[src/ddr_bank_config.svh]
// bank count, row width, counter width, counter load offset and error counter width
`ifndef DDR_BANK_CONFIG_SVH
`define DDR_BANK_CONFIG_SVH

// number of banks in the device, one bank timer each
`define DDR_NUM_BANKS 4

// row address width carried by ACT and checked on RD/WR
`define DDR_ROW_WIDTH 14

// shared width of both bank counters and of every programmed delay
`define DDR_TIMER_WIDTH 6

// value a bank counter takes on its trigger, so a delay of N is met N-3 cycles later
`define DDR_TIMER_OFFSET 3

// width of the saturating illegal command counter
`define DDR_ERR_COUNT_WIDTH 8

`endif

[src/ddr_bank_pkg.sv]
// width typedefs, command opcode enum, and command, timing, bank command and bank status structs
`include "ddr_bank_config.svh"

package ddr_bank_pkg;

    // index of one bank
    typedef logic [$clog2(`DDR_NUM_BANKS)-1:0] bank_id_t;

    // row address as seen on the command bus
    typedef logic [`DDR_ROW_WIDTH-1:0] row_addr_t;

    // counter value or programmed delay in controller clocks
    typedef logic [`DDR_TIMER_WIDTH-1:0] timer_val_t;

    // command opcodes, NOP keeps the zero encoding
    typedef enum logic [2:0] {
        CMD_NOP = 3'd0,
        CMD_ACT = 3'd1,
        CMD_RD  = 3'd2,
        CMD_WR  = 3'd3,
        CMD_PRE = 3'd4
    } cmd_op_e;

    // one command as it arrives with its strobe
    typedef struct packed {
        cmd_op_e   op;
        bank_id_t  bank;
        row_addr_t row;
        logic      auto_pch;
    } ddr_cmd_t;

    // run-time delays, all in controller clocks
    typedef struct packed {
        timer_val_t act_to_rdwr;
        timer_val_t act_to_act;
        timer_val_t act_to_pch;
        timer_val_t rd_to_pch;
        timer_val_t wr_to_pch;
        timer_val_t rd_ap_to_act;
        timer_val_t wr_ap_to_act;
        timer_val_t pch_to_act;
    } bank_timing_t;

    // per-bank pulses from decode, the row only matters with open
    typedef struct packed {
        logic      open;
        logic      close;
        logic      read;
        logic      write;
        row_addr_t row;
    } bank_cmd_t;

    // what a bank timer reports back every cycle
    typedef struct packed {
        logic      is_open;
        row_addr_t open_row;
        logic      rdwr_ready;
        logic      act_ready;
        logic      pch_ready;
    } bank_status_t;

endpackage

[src/ddr_cmd_decode.sv]
// command register and per-bank open/close/read/write pulse decoder
`timescale 1ns/1ns
`include "ddr_bank_config.svh"

module ddr_cmd_decode
(
    input  logic                                        ctl_clk,
    input  logic                                        ctl_reset_n,
    input  logic                                        cmd_valid,
    input  ddr_bank_pkg::ddr_cmd_t                      cmd,
    output logic                                        act_valid,
    output ddr_bank_pkg::ddr_cmd_t                      act_cmd,
    output ddr_bank_pkg::bank_cmd_t [`DDR_NUM_BANKS-1:0] bank_cmd
);

    import ddr_bank_pkg::*;

    // opcode hits of the registered command qualified by its strobe
    logic hit_act;
    logic hit_pre;
    logic hit_rd;
    logic hit_wr;
    logic hit_close;

    // registered strobe, one cycle behind cmd_valid
    always_ff @(posedge ctl_clk or negedge ctl_reset_n)
    begin
        if (!ctl_reset_n)
        begin
            act_valid <= 1'b0;
        end
        else
        begin
            act_valid <= cmd_valid;
        end
    end

    // registered command payload
    always_ff @(posedge ctl_clk)
    begin
        act_cmd <= cmd;
    end

    always_comb
    begin
        hit_act = act_valid && (act_cmd.op == CMD_ACT);
        hit_pre = act_valid && (act_cmd.op == CMD_PRE);
        hit_rd  = act_valid && (act_cmd.op == CMD_RD);
        hit_wr  = act_valid && (act_cmd.op == CMD_WR);
        // a read or write with auto-precharge closes the bank in the same pulse
        hit_close = hit_pre || ((hit_rd || hit_wr) && act_cmd.auto_pch);
    end

    // only the addressed bank gets pulses while the row goes to every bank
    always_comb
    begin
        for (int b = 0; b < `DDR_NUM_BANKS; b++)
        begin
            bank_cmd[b].open  = hit_act && (act_cmd.bank == bank_id_t'(b));
            bank_cmd[b].close = hit_close && (act_cmd.bank == bank_id_t'(b));
            bank_cmd[b].read  = hit_rd && (act_cmd.bank == bank_id_t'(b));
            bank_cmd[b].write = hit_wr && (act_cmd.bank == bank_id_t'(b));
            bank_cmd[b].row   = act_cmd.row;
        end
    end

    // an opcode outside the enum would give no pulse and pass the result stage as legal
    a_defined_opcode: assert property (
        @(posedge ctl_clk) disable iff (!ctl_reset_n)
        act_valid |-> (act_cmd.op inside {CMD_NOP, CMD_ACT, CMD_RD, CMD_WR, CMD_PRE})
    );

endmodule

[src/ddr_bank_timer.sv]
// per-bank open state, open row, activate and general counters, and the three ready flags
`timescale 1ns/1ns
`include "ddr_bank_config.svh"

module ddr_bank_timer
(
    input  logic                       ctl_clk,
    input  logic                       ctl_reset_n,
    input  ddr_bank_pkg::bank_timing_t timing,
    input  ddr_bank_pkg::bank_cmd_t    bank_cmd,
    output ddr_bank_pkg::bank_status_t status
);

    import ddr_bank_pkg::*;

    // time since the last activate, and since the last read, write or close
    timer_val_t act_cnt;
    timer_val_t gen_cnt;

    // what the last column access and the last close were
    logic doing_read;
    logic doing_ap;
    logic doing_pch;

    logic      is_open;
    row_addr_t open_row;
    logic      rdwr_ready;

    // partial readiness, combined below into act_ready and pch_ready
    logic act_to_act_ok;
    logic act_to_pch_ok;
    logic pch_done;

    // delay that applies to gen_cnt for the current precharge and access type
    timer_val_t pch_delay;

    // a short tRCD must be met right at the activate, the counter is too late for it
    logic short_rcd;

    assign short_rcd = (timing.act_to_rdwr < timer_val_t'(2));

    // activate counter restarts on open and saturates at all ones
    always_ff @(posedge ctl_clk or negedge ctl_reset_n)
    begin
        if (!ctl_reset_n)
        begin
            act_cnt <= '0;
        end
        else if (bank_cmd.open)
        begin
            act_cnt <= timer_val_t'(`DDR_TIMER_OFFSET);
        end
        else if (act_cnt != '1)
        begin
            act_cnt <= act_cnt + 1'b1;
        end
    end

    // general counter restarts on any column access or close
    always_ff @(posedge ctl_clk or negedge ctl_reset_n)
    begin
        if (!ctl_reset_n)
        begin
            gen_cnt <= '0;
        end
        else if (bank_cmd.read || bank_cmd.write || bank_cmd.close)
        begin
            gen_cnt <= timer_val_t'(`DDR_TIMER_OFFSET);
        end
        else if (gen_cnt != '1)
        begin
            gen_cnt <= gen_cnt + 1'b1;
        end
    end

    // access type and precharge type marks, plus the open state and row
    always_ff @(posedge ctl_clk or negedge ctl_reset_n)
    begin
        if (!ctl_reset_n)
        begin
            doing_read <= 1'b0;
            doing_ap   <= 1'b0;
            doing_pch  <= 1'b0;
            is_open    <= 1'b0;
            open_row   <= '0;
        end
        else
        begin
            // write wins if both ever showed up together
            if (bank_cmd.write)
            begin
                doing_read <= 1'b0;
            end
            else if (bank_cmd.read)
            begin
                doing_read <= 1'b1;
            end
            if (bank_cmd.close)
            begin
                doing_ap  <= bank_cmd.read || bank_cmd.write;
                doing_pch <= !(bank_cmd.read || bank_cmd.write);
            end
            else if (bank_cmd.open)
            begin
                doing_ap  <= 1'b0;
                doing_pch <= 1'b0;
            end
            if (bank_cmd.open)
            begin
                is_open  <= 1'b1;
                open_row <= bank_cmd.row;
            end
            else if (bank_cmd.close)
            begin
                is_open <= 1'b0;
            end
        end
    end

    // pick tRP, the auto-precharge recovery or the access-to-precharge delay
    always_comb
    begin
        if (doing_pch)
            pch_delay = timing.pch_to_act;
        else if (doing_ap)
            pch_delay = doing_read ? timing.rd_ap_to_act : timing.wr_ap_to_act;
        else
            pch_delay = doing_read ? timing.rd_to_pch : timing.wr_to_pch;
    end

    // ready flags are registered, so they lag their counters by one clock
    always_ff @(posedge ctl_clk or negedge ctl_reset_n)
    begin
        if (!ctl_reset_n)
        begin
            rdwr_ready    <= 1'b0;
            act_to_act_ok <= 1'b1;
            act_to_pch_ok <= 1'b0;
            pch_done      <= 1'b0;
        end
        else
        begin
            if (bank_cmd.close)
                rdwr_ready <= 1'b0;
            else if (bank_cmd.open && short_rcd)
                rdwr_ready <= 1'b1;
            else
                rdwr_ready <= is_open && (act_cnt >= timing.act_to_rdwr);
            // tRC and tRAS both restart with the activate
            act_to_act_ok <= !bank_cmd.open && (act_cnt >= timing.act_to_act);
            act_to_pch_ok <= !bank_cmd.open && (act_cnt >= timing.act_to_pch);
            pch_done      <= !bank_cmd.close && (gen_cnt >= pch_delay);
        end
    end

    assign status.is_open    = is_open;
    assign status.open_row   = open_row;
    assign status.rdwr_ready = rdwr_ready;
    assign status.act_ready  = act_to_act_ok & pch_done;
    assign status.pch_ready  = act_to_pch_ok & pch_done;

    // decode never sends activate and precharge to one bank at once
    a_no_open_close: assert property (
        @(posedge ctl_clk) disable iff (!ctl_reset_n)
        !(bank_cmd.open && bank_cmd.close)
    );

    // illegal traffic is still executed, so an access to a closed bank is only flagged
    a_access_open_bank: assert property (
        @(posedge ctl_clk) disable iff (!ctl_reset_n)
        (bank_cmd.read || bank_cmd.write) |-> (is_open || bank_cmd.open)
    ) else $warning("read or write reached a closed bank");

endmodule

[src/ddr_cmd_result.sv]
// command legality check against bank status, done strobe, error flag and error count
`timescale 1ns/1ns
`include "ddr_bank_config.svh"

module ddr_cmd_result
(
    input  logic                                           ctl_clk,
    input  logic                                           ctl_reset_n,
    input  logic                                           act_valid,
    input  ddr_bank_pkg::ddr_cmd_t                         act_cmd,
    input  ddr_bank_pkg::bank_status_t [`DDR_NUM_BANKS-1:0] status,
    output logic                                           done,
    output logic                                           error,
    output logic [`DDR_ERR_COUNT_WIDTH-1:0]                err_count
);

    import ddr_bank_pkg::*;

    // status of the addressed bank as it was before the command lands
    bank_status_t sel_status;
    logic         legal;
    logic         row_hit;

    assign sel_status = status[act_cmd.bank];
    assign row_hit    = (sel_status.open_row == act_cmd.row);

    // legality table where NOP is always fine
    always_comb
    begin
        case (act_cmd.op)
            CMD_ACT:
                legal = !sel_status.is_open && sel_status.act_ready;
            CMD_RD, CMD_WR:
                legal = sel_status.is_open && row_hit && sel_status.rdwr_ready;
            CMD_PRE:
                legal = sel_status.is_open && sel_status.pch_ready;
            default:
                legal = 1'b1;
        endcase
    end

    // done lands two clocks after cmd_valid with the verdict alongside
    always_ff @(posedge ctl_clk or negedge ctl_reset_n)
    begin
        if (!ctl_reset_n)
        begin
            done  <= 1'b0;
            error <= 1'b0;
        end
        else
        begin
            done  <= act_valid;
            error <= act_valid && !legal;
        end
    end

    // count illegal commands and stick at the top
    always_ff @(posedge ctl_clk or negedge ctl_reset_n)
    begin
        if (!ctl_reset_n)
        begin
            err_count <= '0;
        end
        else if (act_valid && !legal && (err_count != '1))
        begin
            err_count <= err_count + 1'b1;
        end
    end

    // a bank that accepts column commands also reports itself open
    a_ready_bank_open: assert property (
        @(posedge ctl_clk) disable iff (!ctl_reset_n)
        sel_status.rdwr_ready |-> sel_status.is_open
    );

endmodule

[src/ddr_bank_ctrl_top.sv]
// top level wiring of command decode, the bank timer array and the result check
`timescale 1ns/1ns
`include "ddr_bank_config.svh"

module ddr_bank_ctrl_top
(
    input  logic                                           ctl_clk,
    input  logic                                           ctl_reset_n,
    input  logic                                           cmd_valid,
    input  ddr_bank_pkg::ddr_cmd_t                         cmd,
    input  ddr_bank_pkg::bank_timing_t                     timing,
    output ddr_bank_pkg::bank_status_t [`DDR_NUM_BANKS-1:0] status,
    output logic                                           done,
    output logic                                           error,
    output logic [`DDR_ERR_COUNT_WIDTH-1:0]                err_count
);

    import ddr_bank_pkg::*;

    // registered command for the result stage
    logic     act_valid;
    ddr_cmd_t act_cmd;

    // pulses to each bank timer
    bank_cmd_t [`DDR_NUM_BANKS-1:0] bank_cmd;

    ddr_cmd_decode u_decode (
        .ctl_clk     (ctl_clk),
        .ctl_reset_n (ctl_reset_n),
        .cmd_valid   (cmd_valid),
        .cmd         (cmd),
        .act_valid   (act_valid),
        .act_cmd     (act_cmd),
        .bank_cmd    (bank_cmd)
    );

    // one timer per bank, all sharing the same timing set
    for (genvar b = 0; b < `DDR_NUM_BANKS; b++)
    begin : g_bank
        ddr_bank_timer u_timer (
            .ctl_clk     (ctl_clk),
            .ctl_reset_n (ctl_reset_n),
            .timing      (timing),
            .bank_cmd    (bank_cmd[b]),
            .status      (status[b])
        );
    end

    ddr_cmd_result u_result (
        .ctl_clk     (ctl_clk),
        .ctl_reset_n (ctl_reset_n),
        .act_valid   (act_valid),
        .act_cmd     (act_cmd),
        .status      (status),
        .done        (done),
        .error       (error),
        .err_count   (err_count)
    );

endmodule

[config.mk]
export PLATFORM = sky130hd
export DESIGN_NAME = ddr_bank_ctrl_top
export DESIGN_NICKNAME = d
export VERILOG_FILES = /design/src/ddr_bank_pkg.sv /design/src/ddr_cmd_decode.sv /design/src/ddr_bank_timer.sv /design/src/ddr_cmd_result.sv /design/src/ddr_bank_ctrl_top.sv
export VERILOG_INCLUDE_DIRS = /design/src
export SDC_FILE = /design/constraint.sdc
export NUM_CORES = 1
export LEC_CHECK = 0
export BUFFER_PORTS_ARGS = -buffer_cell sky130_fd_sc_hd__buf_2
export CAP_MARGIN = 20
export CORE_MARGIN = 5
export CORE_UTILIZATION = 40
export CTS_BUF_LIST = sky130_fd_sc_hd__clkbuf_4 sky130_fd_sc_hd__clkbuf_8
export DETAILED_ROUTE_END_ITERATION = 8
export HOLD_SLACK_MARGIN = 0.08
export SETUP_SLACK_MARGIN = 0.02
export SYNTH_ARGS = -nofsm -noshare
export SYNTH_HDL_FRONTEND = slang
export SYNTH_SLANG_ARGS = --single-unit
export TNS_END_PERCENT = 50
[constraint.sdc]
create_clock -name ctl_clk -period 3.5 [get_ports ctl_clk]
set_input_delay 0.7 -clock ctl_clk [delete_from_list [all_inputs] [get_ports ctl_clk]]
set_output_delay 0.7 -clock ctl_clk [all_outputs]
set_load 0.02 [all_outputs]
==> results of run 1 <==
## power breakdown
| part | total, uW | internal, uW | switching [uW] | leakage (uW) |
|---|---|---|---|---|
| Combinational | 3270 | 1640 | 1630 | 0.00373 |
| Clock | 1450 | 558 | 892 | 0.000209 |
| Sequential | 3310 | 2510 | 799 | 0.00199 |
| Total | 8030 | 4710 | 3320 | 0.00593 |
## cell families (layout without fill, tap and decap cells)
kind of cell             Yosys count  count (layout)
flip-flops                       167             167
AO/OA/AOI/OAI                    151             151
multiplexers                      91              91
adder cells (fa/ha/maj)          105             105
buffers and inverters             78             224
XOR/XNOR                          31              31
AND/OR/NAND/NOR                  359             359
## layout make-up
| class | count | area [um2] | area share, % |
|---|---|---|---|
| clock inverters | 15 | 198 | 1.69 |
| repair buffers | 166 | 897 | 7.69 |
| well taps | 330 | 413 | 3.54 |
| multi-input cells | 737 | 5740 | 49.2 |
| inverters | 26 | 97.6 | 0.836 |
| flip-flops and latches | 167 | 4090 | 35.0 |
| clock buffers | 17 | 234 | 2.01 |
## flip-flops by register name (all words and copies together) (netlist names)
register and cells:
g_bank.u_timer.open_row 56, g_bank.u_timer.act_cnt 24, g_bank.u_timer.gen_cnt 24, u_decode.act_cmd 20, u_result.err_count 8, g_bank.u_timer.act_to_act_ok 4, g_bank.u_timer.act_to_pch_ok 4, g_bank.u_timer.doing_ap 4
g_bank.u_timer.doing_pch 4, g_bank.u_timer.doing_read 4, g_bank.u_timer.is_open 4, g_bank.u_timer.pch_done 4, g_bank.u_timer.rdwr_ready 4, u_decode.act_valid 1, u_result.done 1, u_result.error 1
## per-stage QoR
stage	setup WS [ns]	utilization, %
4_1_cts	0.573	46.5
3_3_place_gp	0.529	44.7
5_1_grt	0.460	46.5
6_report	0.586	46.5
2_1_floorplan	0.711	-
3_5_place_dp	0.505	44.7
## how the worst max path moves through the flow
stage | endpoint | slack, ns | startpoint
final | u_result.err_count[1] | 0.59 | u_decode.act_cmd[15]
after global routing | u_result.err_count[1] | 0.46 | u_decode.act_cmd[15]
after CTS | u_result.err_count[1] | 0.57 | u_decode.act_cmd[15]
after detailed placement | g_bank[3].u_timer.pch_done | 0.51 | timing[12]
after global placement | g_bank[3].u_timer.pch_done | 0.53 | timing[12]
after floorplan | g_bank[3].u_timer.pch_done | 0.71 | g_bank[3].u_timer.doing_read
## layout by cell type, fill, tap and decap left out, drive strengths merged, types with 16 or more instances in the layout
| master | count |
|---|---|
| a21o | 55 |
| a21oi | 30 |
| and3 | 16 |
| buf | 166 |
| clkbuf | 17 |
| dfrtp | 143 |
| dfxtp | 20 |
| ha | 105 |
| inv | 31 |
| mux2 | 20 |
| mux2i | 32 |
| mux4 | 39 |
| nand2 | 176 |
| nand2b | 18 |
| nand3 | 34 |
| nor2 | 55 |
| nor3 | 17 |
| o21ai | 28 |
| xnor2 | 26 |
## synth_stat cells (6+ instances only)
| cell type | number | area, um2 |
|---|---|---|
| a211oi_1 | 10 | 75.1 |
| a21o_1 | 55 | 413 |
| a21oi_1 | 30 | 150 |
| a31oi_1 | 12 | 75.1 |
| and2_1 | 7 | 43.8 |
| and3_1 | 16 | 100 |
| buf_1 | 6 | 22.5 |
| buf_4 | 9 | 67.6 |
| clkbuf_1 | 33 | 124 |
| dfrtp_1 | 143 | 3580 |
| dfxtp_1 | 20 | 400 |
| ha_1 | 105 | 1310 |
| inv_1 | 26 | 97.6 |
| mux2_2 | 19 | 214 |
| mux2i_1 | 32 | 320 |
| mux4_1 | 12 | 315 |
| mux4_2 | 27 | 608 |
| nand2_1 | 176 | 661 |
| nand2b_1 | 18 | 113 |
| nand3_1 | 34 | 170 |
| nor2_1 | 54 | 203 |
| nor2b_1 | 9 | 56.3 |
| nor3_1 | 16 | 80.1 |
| o21ai_0 | 28 | 140 |
| xnor2_1 | 26 | 228 |
## layer usage
| metal | routed length (um) | GRT usage (%) | up-vias |
|---|---|---|---|
| li1 | - | - | 3753 |
| met1 | 12300 | 26.5 | 3730 |
| met2 | 12400 | 29.9 | 223 |
| met3 | 1880 | 4.64 | 16 |
| met4 | 200 | 3.54 | 0 |
| met5 | 0 | 0 | - |
==> metrics.yaml, run 1 <==
yosys:
  synth_xor_area_share_pct: 2.67
  ys_seq_elements: 167
  muxShareOfSynthArea_pct: 14.5
  async_flop_share_pct: 88.0
  synth_top_family_by_area: "simple AND/OR/NAND/NOR gates"
  seq_area_frac_synth_pct: 40.1
  syn_area_per_cell_um2: 10.4
  synth_compound_area_share_pct: 10.0
  synth_area_mm2: 0.0102
  synthAdderAreaFrac_pct: 12.9
  yosysWarningCount: 0
  yosys.area_share.simple_pct: 16.2
  netlist_instances: 982
  synth_ff_type: "dfrtp_1"
  synth_edf_count: 0
  netlist-cell-type-count: 53
  syn_nets: 1158
setup_path:
  critical_path_depth: 7
  critPathRequiredTime_ns: 3.86
  critPathMaxStageDelay_ns: 0.85
  cp_slowest_cell: "dfxtp_2"
  crit_path_end_kind: "register"
  r2r_slack_ns: 0.59
  critPathKind: "register to register"
  arrival_ns: 3.27
  cp_cell_sequence: "mux4_1, xnor2_1, nand4_1, nor2_2, a31oi_4, and2_4, mux2_4"
  r2r_end: "u_result.err_count[1]"
  start_kind: "register"
  crit_family: "multiplexers"
  crit_buf_inv: 0
  crit_fanout: 26
  reg2reg_depth: 7
  worstReg2RegStart: "u_decode.act_cmd[15]"
pwr:
  power.density_mw_per_mm2: 688
  peakVddDrop_mv: 0.347
  leakage_uw: 0.00593
  power_uw: 8030
route:
  first_iter_violations: 547
  vias_per_cell: 5.30
  drc: 0
  dr.pass1.iters: 4
  wl_mm: 26.8
  routedWlPerCell_um: 18.4
  ant_nets: 0
  vias: 7722
worst_hold_path:
  hp-class: "primary input to asynchronous set/reset pin"
global_route:
  grt.total_usage_pct: 18.8
  grt-ovfl-total: 0
  antenna_found_initial: 1
  first_global_vias: 7558
  grt_max_degree: 71
  grt_pass1_wl_mm: 42.3
clocking:
  post_cts_buffers: 0
  cts-buffers-inserted: 17
  clock_path_buffers: 2
  clk_root_buffer_cell: "clkbuf_8"
  cts.sinks: 167
  cts.repair.resized: 0
  h-tree-depth: 4
  clk_latency_ns: 0.48
  clkTransAtPathRegs_ns: 0.10
  cts_hold_buf: 0
  tritoncts: "yes"
die:
  fp-row-count: 58
  ioPinCount: 153
  start_util_pct: 40.5
  die_h_um: 170
  die_x_um: 170
  dieArea_mm2: 0.0287
  core_area_mm2: 0.0251
sta:
  hold_slack_ns: 0.221
  drv_slew: 0
  period_share_pct: 83.3
  fin_setup_tns_ns: 0
  slew_headroom_pct: 45.7
  fmax_mhz: 343
  worst_slew_pin_slew_ns: 0.812
  hold_viol: 0
  finalSetupViolCount: 0
  rsz0062_at_grt: "false"
  period_needed_ns: 2.91
  finClkSkew_ns: 0.0258
placement:
  gp_congestion: 0.895
  placed_cells: 1426
  dpl.hpwl_mm: 20.2
  place_area_mm2: 0.0112
  portBuffers: 152
run:
  maxCapViolations: 0
final_layout:
  diodes: 0
  nets: 1291
  final_area_mm2: 0.0117
  syn_to_final_growth_pct: 14.7
  fillers: 2423
  final_cells: 1458
  drive_above_1_share_pct: 23.5
status:
  status: "finished, final reports clean"
Power figures use the tool's default switching activity.
==> run 2, diff against run 1 <==
clock period = 2.9 ns   (was 3.5 ns; I/O delays follow)
==> metrics.yaml, run 2 (synthesis results as in run 1) <==
status:
  status: "finished, final reports clean"
worst_hold_path:
  whs_path_depth: 1
  hp-class: "primary input to register"
final_layout:
  final_common_cell: "nand2_1"
  drive_above_1_share_pct: 24.1  # +0.65 points
  largest_reg_flops: 56  # unchanged
  final_cell_mix: "176 x nand2_1, 151 x buf_2, 143 x dfrtp_1"
  syn_to_final_growth_pct: 15.6
  nets: 1302  # +0.85%
  final_area_mm2: 0.0118  # +0.79%
  diodes: 0  # unchanged
  top_regs: "g_bank.u_timer.open_row (56), g_bank.u_timer.act_cnt (24), g_bank.u_timer.gen_cnt (24)"
  top_register: "g_bank.u_timer.open_row"
placement:
  portBuffers: 152  # unchanged
  gp_congestion: 0.854  # -4.6%
  place_area_mm2: 0.0113  # +0.89%
  dpl.hpwl_mm: 20.6  # +1.7%
setup_path:
  critPathKind: "register to register"
  crit_family: "multiplexers"
  reg2reg_depth: 7  # unchanged
  start_kind: "register"
  crit_buf_inv: 0  # unchanged
  cp_slowest_cell: "dfxtp_2"
  critPathRequiredTime_ns: 3.25  # -0.61 ns
  arrival_ns: 2.96  # -0.31 ns
  critPathMaxStageDelay_ns: 0.68  # -0.17 ns
  critical_path_depth: 7  # unchanged
  crit_fanout: 16  # -38%
  crit_path_end_kind: "register"
  cp_cell_sequence: "mux4_1, xnor2_1, nand4_1, nor3_4, a31oi_4, and2_4, mux2_4"
die:
  dieArea_mm2: 0.0287  # unchanged
  die_h_um: 170  # unchanged
  fp-row-count: 58  # unchanged
  start_util_pct: 40.5  # unchanged
  die_x_um: 170  # unchanged
  ioPinCount: 153  # unchanged
  core_area_mm2: 0.0251  # unchanged
clocking:
  clk_root_buffer_cell: "clkbuf_8"
  cts-buffers-inserted: 17  # unchanged
  cts.sinks: 167  # unchanged
  clock_path_buffers: 2  # unchanged
  h-tree-depth: 4  # unchanged
  clk_latency_ns: 0.47  # about the same
  tritoncts: "yes"
  post_cts_buffers: 0  # unchanged
  clkTransAtPathRegs_ns: 0.12  # +0.02 ns
pwr:
  power.density_mw_per_mm2: 826  # +20%
  peakVddDrop_mv: 0.379  # +9.2%
  leakage_uw: 0.00599  # +1.1%
global_route:
  antenna_found_initial: 2  # +1
  grt_pass1_wl_mm: 42.9  # +1.4%
  first_global_vias: 7685  # +1.7%
  grt-ovfl-total: 0  # unchanged
  grt.total_usage_pct: 19.0  # +0.20 points
  grt_max_degree: 50  # -30%
sta:
  worst_slew_pin_slew_ns: 0.886  # +0.0744 ns
  slew_headroom_pct: 40.8  # -5.0 points
  period_share_pct: 90.0  # +6.8 points
  fin_setup_tns_ns: 0  # unchanged
  hold_viol: 0  # unchanged
  period_needed_ns: 2.61  # -0.303 ns
  finalSetupViolCount: 0  # unchanged
  fmax_mhz: 383  # +12%
  finClkSkew_ns: 0.0248  # -0.000952 ns
  rsz0062_at_grt: "false"
  drv_slew: 0  # unchanged
route:
  ant_nets: 0  # unchanged
  routedWlPerCell_um: 18.4  # +0.13%
  first_iter_violations: 528  # -3.5%
  wl_mm: 27.0  # +0.89%
  vias_per_cell: 5.27  # -0.53%
  dr.pass1.iters: 5  # +1
  drc: 0  # unchanged
  vias: 7739  # +0.22%
run:
  maxCapViolations: 0  # unchanged
[run 2: changes by cell type in the layout (fill, tap and decap cells not counted)]
cell,before,now
buf_12,2,4
clkinv_8,7,5
clkinv_2,0,1
dlygate4sd3_1,0,1
inv_6,1,4
buf_4,12,20
clkinvlp_4,1,0
clkinv_4,2,1
[run 2: report_power, final]
part	switching (uW)	leakage (uW)	internal, uW	total [uW]
registers	948	0.00199	3030	3980
logic	2010	0.00380	2010	4010
clock network	1050	0.000208	666	1720
[run 2: area by class of cell]
cell class,instances,area [um2]
multi-input combinational,737,5740
clock buffer,17,234
clock inverter,15,180
fill,2379,13300
tap,330,413
timing repair buffer,177,1010
inverter,26,97.6
sequential,167,4090
[run 2: final timing paths]
kind / end / start / slack, ns
min reg2reg: u_result.err_count[5] / u_result.err_count[5] / 0.50
max reg2reg: u_result.err_count[1] / u_decode.act_cmd[15] / 0.29
min: u_decode.act_cmd[5] / cmd[5] / 0.20
max: u_result.err_count[1] / u_decode.act_cmd[15] / 0.29
min in group asynchronous: g_bank[2].u_timer.gen_cnt[0] / ctl_reset_n / 0.61
max in group asynchronous: g_bank[3].u_timer.act_to_act_ok / ctl_reset_n / 1.55
[run 2: repair_timing]
action | CTS | global route
endpoints found under the hold margin | 44 | 0
hold buffers | 1 | 0
resized for setup | 0 | 0
[run 2: metal layers]
metal  up-vias  track usage, %  wire [um]
met2       219            30.3      12600
met1      3718            27.2      12600
met4         2            2.84        161
met3        15            4.43       1630
met5         -               0         13
li1       3785               -          -
[run 2: through the flow]
step / instances / hold WS [ns] / total power, uW / util (%) / worst slack [ns]
detailed placement: 1436 / 0.482 / 8070 / 45.1 / 0.0238
finish: 1469 / 0.200 / 9710 / 46.8 / 0.289
global route: 1469 / 0.145 / 10600 / 46.8 / 0.150
floorplan: 982 / 0.284 / 6780 / - / 0.111
CTS: 1469 / 0.167 / 9820 / 46.8 / 0.256
global placement: 1436 / 0.480 / 7950 / 45.1 / 0.0552
